[src/source/cpu_macros.svh]
`ifndef CPU_MACROS_SVH
`define CPU_MACROS_SVH

// datapath and storage sizes
`define CPU_XLEN        32
`define CPU_REG_AW      5
`define CPU_IMEM_DEPTH  64
`define CPU_DMEM_DEPTH  32

// loader byte codes
`define CPU_LOAD_START  8'hFE
`define CPU_LOAD_END    8'hFF

// major opcodes
`define OPC_RTYPE       7'b0110011
`define OPC_ITYPE       7'b0010011
`define OPC_LOAD        7'b0000011
`define OPC_STORE       7'b0100011
`define OPC_BRANCH      7'b1100011
`define OPC_VECTOR      7'b1010111

`endif

[src/source/cpu_pkg.sv]
`include "cpu_macros.svh"

package cpu_pkg;

    typedef struct packed {
        logic [6:0]             funct7;
        logic [`CPU_REG_AW-1:0] rs2;
        logic [`CPU_REG_AW-1:0] rs1;
        logic [2:0]             funct3;
        logic [`CPU_REG_AW-1:0] rd;
        logic [6:0]             opcode;
    } r_fmt_t;

    typedef struct packed {
        logic [11:0]            imm;
        logic [`CPU_REG_AW-1:0] rs1;
        logic [2:0]             funct3;
        logic [`CPU_REG_AW-1:0] rd;
        logic [6:0]             opcode;
    } i_fmt_t;

    typedef struct packed {
        logic [6:0]             imm_hi;
        logic [`CPU_REG_AW-1:0] rs2;
        logic [`CPU_REG_AW-1:0] rs1;
        logic [2:0]             funct3;
        logic [4:0]             imm_lo;
        logic [6:0]             opcode;
    } s_fmt_t;

    typedef struct packed {
        logic                   imm12;
        logic [5:0]             imm10_5;
        logic [`CPU_REG_AW-1:0] rs2;
        logic [`CPU_REG_AW-1:0] rs1;
        logic [2:0]             funct3;
        logic [3:0]             imm4_1;
        logic                   imm11;
        logic [6:0]             opcode;
    } b_fmt_t;

    // same instruction word, viewed per format
    typedef union packed {
        r_fmt_t r;
        i_fmt_t i;
        s_fmt_t s;
        b_fmt_t b;
    } instr_u;

    typedef enum logic [2:0] {
        ALU_ADD,
        ALU_SUB,
        ALU_AND,
        ALU_OR,
        VEC_ADD,
        VEC_SUB
    } alu_op_e;

    typedef struct packed {
        logic    reg_write;
        logic    mem_read;
        logic    mem_write;
        logic    mem_to_reg;
        logic    alu_src;   // second operand is the immediate
        alu_op_e alu_op;
    } ctrl_t;

    typedef struct packed {
        logic                 valid;
        logic [`CPU_XLEN-1:0] pc;
        instr_u               instr;
    } fetch_t;

    typedef struct packed {
        logic                   valid;
        ctrl_t                  ctrl;
        logic [`CPU_REG_AW-1:0] rs1;
        logic [`CPU_REG_AW-1:0] rs2;
        logic [`CPU_REG_AW-1:0] rd;
        logic [`CPU_XLEN-1:0]   rs1_data;
        logic [`CPU_XLEN-1:0]   rs2_data;
        logic [`CPU_XLEN-1:0]   imm;
    } id_ex_t;

    typedef struct packed {
        logic                   valid;
        ctrl_t                  ctrl;
        logic [`CPU_REG_AW-1:0] rd;
        logic [`CPU_XLEN-1:0]   result;
        logic [`CPU_XLEN-1:0]   store_data;
    } ex_mem_t;

    // write-back bus
    typedef struct packed {
        logic                   valid;
        logic [`CPU_REG_AW-1:0] rd;
        logic [`CPU_XLEN-1:0]   data;
    } wb_t;

endpackage

[src/source/register_file.sv]
`timescale 1ns/1ps
`include "cpu_macros.svh"

module register_file (
    input  logic                   clk_i,
    input  logic                   reset,
    input  logic [`CPU_REG_AW-1:0] rs1_addr_i,
    input  logic [`CPU_REG_AW-1:0] rs2_addr_i,
    input  cpu_pkg::wb_t           wb_i,
    input  logic [`CPU_REG_AW-1:0] dbg_addr_i,
    output logic [`CPU_XLEN-1:0]   rs1_data_o,
    output logic [`CPU_XLEN-1:0]   rs2_data_o,
    output logic [`CPU_XLEN-1:0]   dbg_data_o
);

    logic [`CPU_XLEN-1:0] regs [2**`CPU_REG_AW];
    logic                 wr_en;

    assign wr_en = wb_i.valid && (wb_i.rd != '0);   // x0 never written

    always_ff @(posedge clk_i or posedge reset) begin
        if (reset) begin
            for (int i = 0; i < 2**`CPU_REG_AW; i++) begin
                regs[i] <= '0;
            end
        end else if (wr_en) begin
            regs[wb_i.rd] <= wb_i.data;
        end
    end

    // write-through so decode sees this cycle's write-back
    assign rs1_data_o = (wr_en && wb_i.rd == rs1_addr_i) ? wb_i.data : regs[rs1_addr_i];
    assign rs2_data_o = (wr_en && wb_i.rd == rs2_addr_i) ? wb_i.data : regs[rs2_addr_i];
    assign dbg_data_o = regs[dbg_addr_i];

endmodule

[src/source/decode_stage.sv]
`timescale 1ns/1ps
`include "cpu_macros.svh"

module decode_stage (
    input  logic                   clk_i,
    input  logic                   reset,
    input  cpu_pkg::fetch_t        if_id_i,
    input  cpu_pkg::wb_t           wb_i,
    input  logic [`CPU_REG_AW-1:0] dbg_addr_i,
    output cpu_pkg::id_ex_t        id_ex_o,
    output logic                   stall_o,
    output logic                   redirect_o,
    output logic [`CPU_XLEN-1:0]   target_o,
    output logic [`CPU_XLEN-1:0]   dbg_reg_o
);

    cpu_pkg::instr_u      instr;
    cpu_pkg::ctrl_t       ctrl;
    logic [6:0]           opcode;
    logic [`CPU_XLEN-1:0] rs1_data;
    logic [`CPU_XLEN-1:0] rs2_data;
    logic [`CPU_XLEN-1:0] imm;
    logic [`CPU_XLEN-1:0] b_offset;
    logic                 uses_rs2;
    logic                 load_hazard;
    logic                 is_beq;

    assign instr  = if_id_i.instr;
    assign opcode = instr.r.opcode;

    register_file u_regs (
        .clk_i      (clk_i),
        .reset      (reset),
        .rs1_addr_i (instr.r.rs1),
        .rs2_addr_i (instr.r.rs2),
        .wb_i       (wb_i),
        .dbg_addr_i (dbg_addr_i),
        .rs1_data_o (rs1_data),
        .rs2_data_o (rs2_data),
        .dbg_data_o (dbg_reg_o)
    );

    always_comb begin
        ctrl        = '0;
        ctrl.alu_op = cpu_pkg::ALU_ADD;
        case (opcode)
            `OPC_RTYPE: begin
                ctrl.reg_write = 1'b1;
                case (instr.r.funct3)
                    3'b111:  ctrl.alu_op = cpu_pkg::ALU_AND;
                    3'b110:  ctrl.alu_op = cpu_pkg::ALU_OR;
                    default: ctrl.alu_op = instr.r.funct7[5] ? cpu_pkg::ALU_SUB
                                                             : cpu_pkg::ALU_ADD;
                endcase
            end
            `OPC_ITYPE: begin                   // addi only
                ctrl.reg_write = 1'b1;
                ctrl.alu_src   = 1'b1;
            end
            `OPC_LOAD: begin
                ctrl.reg_write  = 1'b1;
                ctrl.mem_read   = 1'b1;
                ctrl.mem_to_reg = 1'b1;
                ctrl.alu_src    = 1'b1;
            end
            `OPC_STORE: begin
                ctrl.mem_write = 1'b1;
                ctrl.alu_src   = 1'b1;
            end
            `OPC_VECTOR: begin
                ctrl.reg_write = 1'b1;
                ctrl.alu_op    = instr.r.funct7[5] ? cpu_pkg::VEC_SUB : cpu_pkg::VEC_ADD;
            end
            default: ;                          // branch and zero word write nothing
        endcase
    end

    // S view for stores, I view otherwise
    assign imm = (opcode == `OPC_STORE) ?
                 {{20{instr.s.imm_hi[6]}}, instr.s.imm_hi, instr.s.imm_lo} :
                 {{20{instr.i.imm[11]}}, instr.i.imm};

    assign b_offset = {{19{instr.b.imm12}}, instr.b.imm12, instr.b.imm11,
                       instr.b.imm10_5, instr.b.imm4_1, 1'b0};

    assign uses_rs2 = (opcode == `OPC_RTYPE) || (opcode == `OPC_STORE) ||
                      (opcode == `OPC_BRANCH) || (opcode == `OPC_VECTOR);

    // load in EX whose result is needed right now
    assign load_hazard = id_ex_o.valid && id_ex_o.ctrl.mem_read && (id_ex_o.rd != '0) &&
                         ((id_ex_o.rd == instr.r.rs1) ||
                          (uses_rs2 && id_ex_o.rd == instr.r.rs2));
    assign stall_o = if_id_i.valid && load_hazard;

    assign is_beq     = (opcode == `OPC_BRANCH) && (instr.b.funct3 == 3'b000);
    assign redirect_o = if_id_i.valid && is_beq && (rs1_data == rs2_data) && !stall_o;
    assign target_o   = if_id_i.pc + b_offset;

    always_ff @(posedge clk_i or posedge reset) begin
        if (reset) begin
            id_ex_o <= '0;
        end else if (stall_o || !if_id_i.valid) begin
            id_ex_o <= '0;                      // bubble
        end else begin
            id_ex_o.valid    <= 1'b1;
            id_ex_o.ctrl     <= ctrl;
            id_ex_o.rs1      <= instr.r.rs1;
            id_ex_o.rs2      <= instr.r.rs2;
            id_ex_o.rd       <= instr.r.rd;
            id_ex_o.rs1_data <= rs1_data;
            id_ex_o.rs2_data <= rs2_data;
            id_ex_o.imm      <= imm;
        end
    end

endmodule

[config.mk]
export PLATFORM = sky130hd
export DESIGN_NAME = decode_stage
export DESIGN_NICKNAME = d
export VERILOG_FILES = /design/src/source/cpu_pkg.sv /design/src/source/register_file.sv /design/src/source/decode_stage.sv
export VERILOG_INCLUDE_DIRS = /design/src /design/src/source
export SDC_FILE = /design/constraint.sdc
export NUM_CORES = 2
export LEC_CHECK = 0
export ABC_CLOCK_PERIOD_IN_PS = 42600
export BUFFER_PORTS_ARGS = -buffer_cell sky130_fd_sc_hd__buf_4
export CAP_MARGIN = 10
export CORE_ASPECT_RATIO = 1.1
export CORE_UTILIZATION = 57
export CTS_CLUSTER_DIAMETER = 60
export DETAILED_ROUTE_END_ITERATION = 8
export GPL_ROUTABILITY_DRIVEN = 0
export PLACE_DENSITY_LB_ADDON = 0.3
export SYNTH_ARGS = -nofsm -noshare
export SYNTH_HDL_FRONTEND = slang
export SYNTH_SLANG_ARGS = --single-unit
[constraint.sdc]
create_clock -name clk_i -period 42.6 [get_ports clk_i]
set_input_delay 8.52 -clock clk_i [delete_from_list [all_inputs] [get_ports clk_i]]
set_output_delay 8.52 -clock clk_i [all_outputs]
set_load 0.03 [all_outputs]
; ---- Yosys cells after proc, flatten, opt, wreduce, memory -nomap -nowiden
; Cells that the tools add are included.
[word_totals]
ff_bits = 1144
output_inout_bits = 186
wordCells = 117
[classes]
add_sub_neg = 1
magnitude_cmp = 5
eq_ne = 13
mux = 24
bitwise_logic = 4
reduce_logical = 25
[ops]
columns = operator, count
row1 = $bwmux 1024, 1
row2 = $bmux 32 s5, 3
row3 = $mux 32, 9
row4 = $demux 32 s5, 1
row5 = $mux 120, 1
row6 = $add 32x32->32, 1
row7 = $eq 32x32->1, 1
row8 = $ge 6x6->1 const B, 4
row9 = $not 5->6, 4
row10 = $eq 5x5->1, 4
row11 = $eq 7x6->1 const B, 2
row12 = $eq 7x7->1 const B, 2
row13 = $logic_and 1x1->1, 13
row14 = $reduce_bool 5->1, 2
row15 = $eq 7x2->1 const B, 1
row16 = $eq 7x5->1 const B, 1
row17 = $eq 3x3->1 const B, 2
row18 = $lt 6x1->1 const B, 1
row19 = $mux 1, 6
row20 = $pmux 3 s2, 1
row21 = $logic_or 1x1->1, 5
row22 = $mux 5, 1
row23 = $pmux 2 s2, 1
row24 = $reduce_or 4->1, 1
row25 = other kinds (3), 4

; ---- Depth between registers and ports, before layout
[logic_depth]
depth_word = 10
ltp_mapped = 16
mapped_depth_nobuf = 11

; ---- Cells and area by module
; A second synthesis with hierarchy kept.
[unflattened]
hier_cells = 4477
hier_area_um2 = 67035.5
[modules_own_cells]
columns = module, n_inst, cells_per_inst, area_per_inst_um2, seq_area_each_um2
row1 = register_file, 1, 3925, 61421.4, 25624.6
row2 = decode_stage, 1, 552, 5614.1, 2477.4

; ---- Worst setup path after synthesis
; Ideal clock, no wire load.
[synth_timing]
path_type = input to output
startpoint = input if_id_i[15] (netlist bit)
endpoint = output redirect_o
arrival_ps = 11729
required_ps = 34080
setup_slack_ps = 22351
cell_stages = 12
path_cell_list = buf_2 buf_6 buf_4 mux4_2 mux4_2 mux2_2 mux2i_1 xnor2_1 nand4_1 nor4_1 nand4b_1 nor4_2
[synth_via]
elab_chain_len = 8
elab_cells_between_ends = 15
classes_between = eq/ne (3) / mux (4) / bitwise (1) / reduce/logical (7)
[synth_lines]
columns = element, line_no
row1 = from (decl), decode_stage.sv:7  ; input cpu_pkg::fetch_t if_id_i,
row2 = $not 5->6 (implied by the code), register_file.sv:32  ; assign rs1_data_o = (wr_en && wb_i.rd == rs1_addr_i) ? wb_i.data : regs[rs1_addr_i];
row3 = $bmux 32 s5, register_file.sv:32
row4 = $mux 32 (implied by the code) (2 in series), register_file.sv:32
row5 = $mux 32, register_file.sv:32
row6 = $eq 32x32->1, decode_stage.sv:96  ; assign redirect_o = if_id_i.valid && is_beq && (rs1_data == rs2_data) && !stall_o;
row7 = $logic_and 1x1->1, decode_stage.sv:96
row8 = $logic_and 1x1->1 (*), decode_stage.sv:96
row9 = to (decl), decode_stage.sv:12  ; output logic redirect_o,
; Mark *: on every way between the ends. The rest lies on a longest branch, timed or not. The select of a mux whose other input is x is not followed.

; ---- Worst setup path after layout
; Same ends and word-level chain as after synthesis.

==> results by group <==
Die
  • Initial Util: 57.5%
  • Die width: 331 µm
  • DIE AREA: 120000 µm²
  • Io pins: 296
  • Core footprint: 118000 µm²
  • Row cnt: 132
  • Die Y: 363 µm

Min path
  • Hold Crit Depth: 0
  • Hold endpoint: u_regs.regs[998]
  • Hold Path Origin: u_regs.regs[998]
  • HP Class: flip-flop to flip-flop

CTS
  • Clock slew at reported path FFs: 0.06 ns
  • CTS tree: built
  • Setup Buffers After CTS: 0
  • CTS Sinks: 1123
  • CTS resizes: 0
  • H-tree levels: 3
  • CTS Root Cell: clkbuf_16
  • Hold_buf cts: 0
  • Clk_lat worst skew: 0.76 ns
  • Maximum clock path buffer count: 3
  • Number of CTS-inserted buffers: 116

Critical path
  • CP Launch Type: input port
  • Capture point of the worst reg-to-reg path: id_ex_o[111]
  • WP data required: 34.08 ns
  • Worst r2r src: id_ex_o[97]
  • CP Class: input port to output pin
  • R2r setup slk: 39.35 ns
  • CP Max Fanout: 68
  • FF-to-FF path depth: 9
  • Worst path arrival time: 14.79 ns
  • Worst Setup End Kind: output pin

Power and ir drop
  • Maximum VDD drop: 0.0333 mV
  • Pwr dens: 46.4 nW/µm²
  • Pwr Total: 3.46 mW
  • Pleak: 31.8 nW

Place
  • Placed instance area: 70400 µm²
  • DP Worst Slack: 19.24 ns
  • Hpwl dp: 119000 µm
  • Port Buffer Count: 293

Timing
  • Endpoints failing hold: 0
  • Setup ws final: 19.29 ns
  • Setup-failing EPs final: 0
  • Slew Viols, Final: 0
  • Slew HR: 18.3%
  • Clock skew: 0.0277 ns
  • Slew @ Worst Pin: 1.23 ns
  • Highest clock rate: 0.0429 GHz
  • RSZ-0062 raised after global routing: false
  • Fin crit share: 54.7%
  • Min Tclk post-route: 23.31 ns
  • Setup TNS: 0 ns

Finish
  • Share of cells above drive strength 1: 57.8%
  • Post-route core utilization: 63.3%
  • Final instance area: 74500 µm²
  • Layout area overhead: 10.1%
  • Reg area: 28100 µm²
  • Fillers: 8504
  • Nets: 4527
  • Multi-input gate area: 37500 µm²

Yosys
  • Mean Syn Cell Area: 15.3 µm²
  • Post-synthesis register bit count: 1123
  • Synth unique cells: 60
  • Number of flops mapped to enable cells by yosys: 0
  • Prevailing post-synth register cell: dfrtp_1
  • Warnings, synthesis: 0
  • Synthesized area: 67700 µm²
  • Sequential element share of the synthesized area: 41.5%
  • Syn Nets: 4564
  • Post-Synthesis Cells: 4423
  • Async SR Flop Fraction: 100%

Global routing
  • Initial antenna violation count: 11
  • Number of global-route vias before repair: 45600
  • Largest net degree at the start of global routing: 153
  • Grt ovf: 0
  • First-pass GRT wire length: 315000 µm
  • Total GRT Usage: 36.4%

Route
  • Routed len/inst: 35.6 µm
  • Post-route ant nets: 0
  • DRT iter0 DRCs: 6399
  • Drc violations: 0
  • Total Wirelength: 215000 µm
  • 1st-pass router iterations: 5
  • Via density: 7.57
  • Via count: 45600

Outcome
  • Status: completed

Flow run
  • Maxcap violations: 0
[state kept, by name, indices dropped and copies added, names as in the netlist]
name and cells:
id_ex_o 99, u_regs.regs 1024
[stage by stage]
| stage | hold slack [ns] | instances |
|---|---|---|
| floorplan | 0.458 | 4423 |
| global placement | 0.394 | 5808 |
| detailed placement | 0.403 | 5808 |
| CTS | 0.415 | 6024 |
| global route | 0.428 | 6027 |
| finish | 0.418 | 6030 |
[cell usage after synthesis, drive strengths merged (2+ instances only)]
cell type	n	area, µm²
dfrtp	1123	28100
buf	225	1210
nand2b	2	12.5
nor3	8	40.0
inv	15	56.3
and2	28	175
nand3	14	70.1
xor2	26	228
nand3b	4	30.0
nor2b	16	100
clkbuf	296	1110
xnor2	53	464
o311a	2	20.0
nand2	50	188
o31ai	6	45.0
o21ai	41	205
clkinv	2	7.51
nor3b	5	37.5
o21bai	2	15.0
a21o	17	128
mux4	875	19700
a31oi	2	12.5
a22oi	138	1040
o211ai	2	20.0
mux2	1094	12300
or4	4	30.0
a211oi	7	52.6
or2	3	18.8
nor4	7	50.1
or3	18	113
mux2i	35	367
a21oi	113	566
a211o	3	26.3
and3	5	31.3
nand4	10	62.6
nor2	123	462
nand4b	3	26.3
ha	30	375
o21a	5	37.5
[cell families after synthesis]
group	synth area share, %
mux	47.9
xor+xnor	1.02
fa+ha+maj	0.584
buf+inv	3.52
flops	41.5
simple gates	2.15
compound gates	3.34
[routing by layer]
| layer | vias to the layer above | global-route usage [%] | wire (µm) |
|---|---|---|---|
| li1 | 17400 | - | - |
| met1 | 24300 | 50.3 | 79400 |
| met2 | 3244 | 53.2 | 97200 |
| met3 | 684 | 10.9 | 26900 |
| met4 | 10 | 16.8 | 11100 |
| met5 | - | 0 | 63 |
[critical path, stage by stage]
cell and delay, ns:
buf_8 0.62, buf_4 0.79, buf_4 0.77, buf_4 0.77, mux4_2 0.58, mux4_2 0.48
mux2_2 0.27, mux2i_1 0.23, xnor2_1 0.20, nand4_1 0.17, nor4_1 0.31, nand4b_1 0.16
nor4_2 0.57, buf_4 0.28
[cells in the final DEF, fill, tap and decap left out, types with 30 or more instances in the layout]
cell,count
mux2i_1,33
a22oi_1,138
a21oi_1,113
nand2_1,35
nor2_1,109
xnor2_1,53
clkbuf_16,119
o21ai_0,35
ha_1,30
mux2_2,1094
mux4_2,875
dfrtp_1,1123
buf_4,353
[layout make-up]
cell class	instances	share of cell area [%]
well taps	1541	2.59
diodes	5	0.0168
repair buffers	366	3.83
multi-input cells	2762	50.3
clock inverters	61	1.01
inverters	17	0.0991
flip-flops and latches	1123	37.7
clock buffers	155	4.42
[worst max path at each step]
stage	from	end	slack, ns
after floorplan	reset	id_ex_o[0]	2.46
after global placement	if_id_i[15]	redirect_o	19.23
after detailed placement	if_id_i[15]	redirect_o	19.24
after CTS	if_id_i[15]	redirect_o	19.23
after global routing	if_id_i[15]	redirect_o	18.75
final	if_id_i[15]	redirect_o	19.29
[power by group]
part / switching (mW) / internal [mW]
Clock: 0.453 / 0.633
Combinational: 0.400 / 0.527
Sequential: 0.184 / 1.26
Total: 1.04 / 2.42
Note: power is estimated with default switching activity, not from simulation.
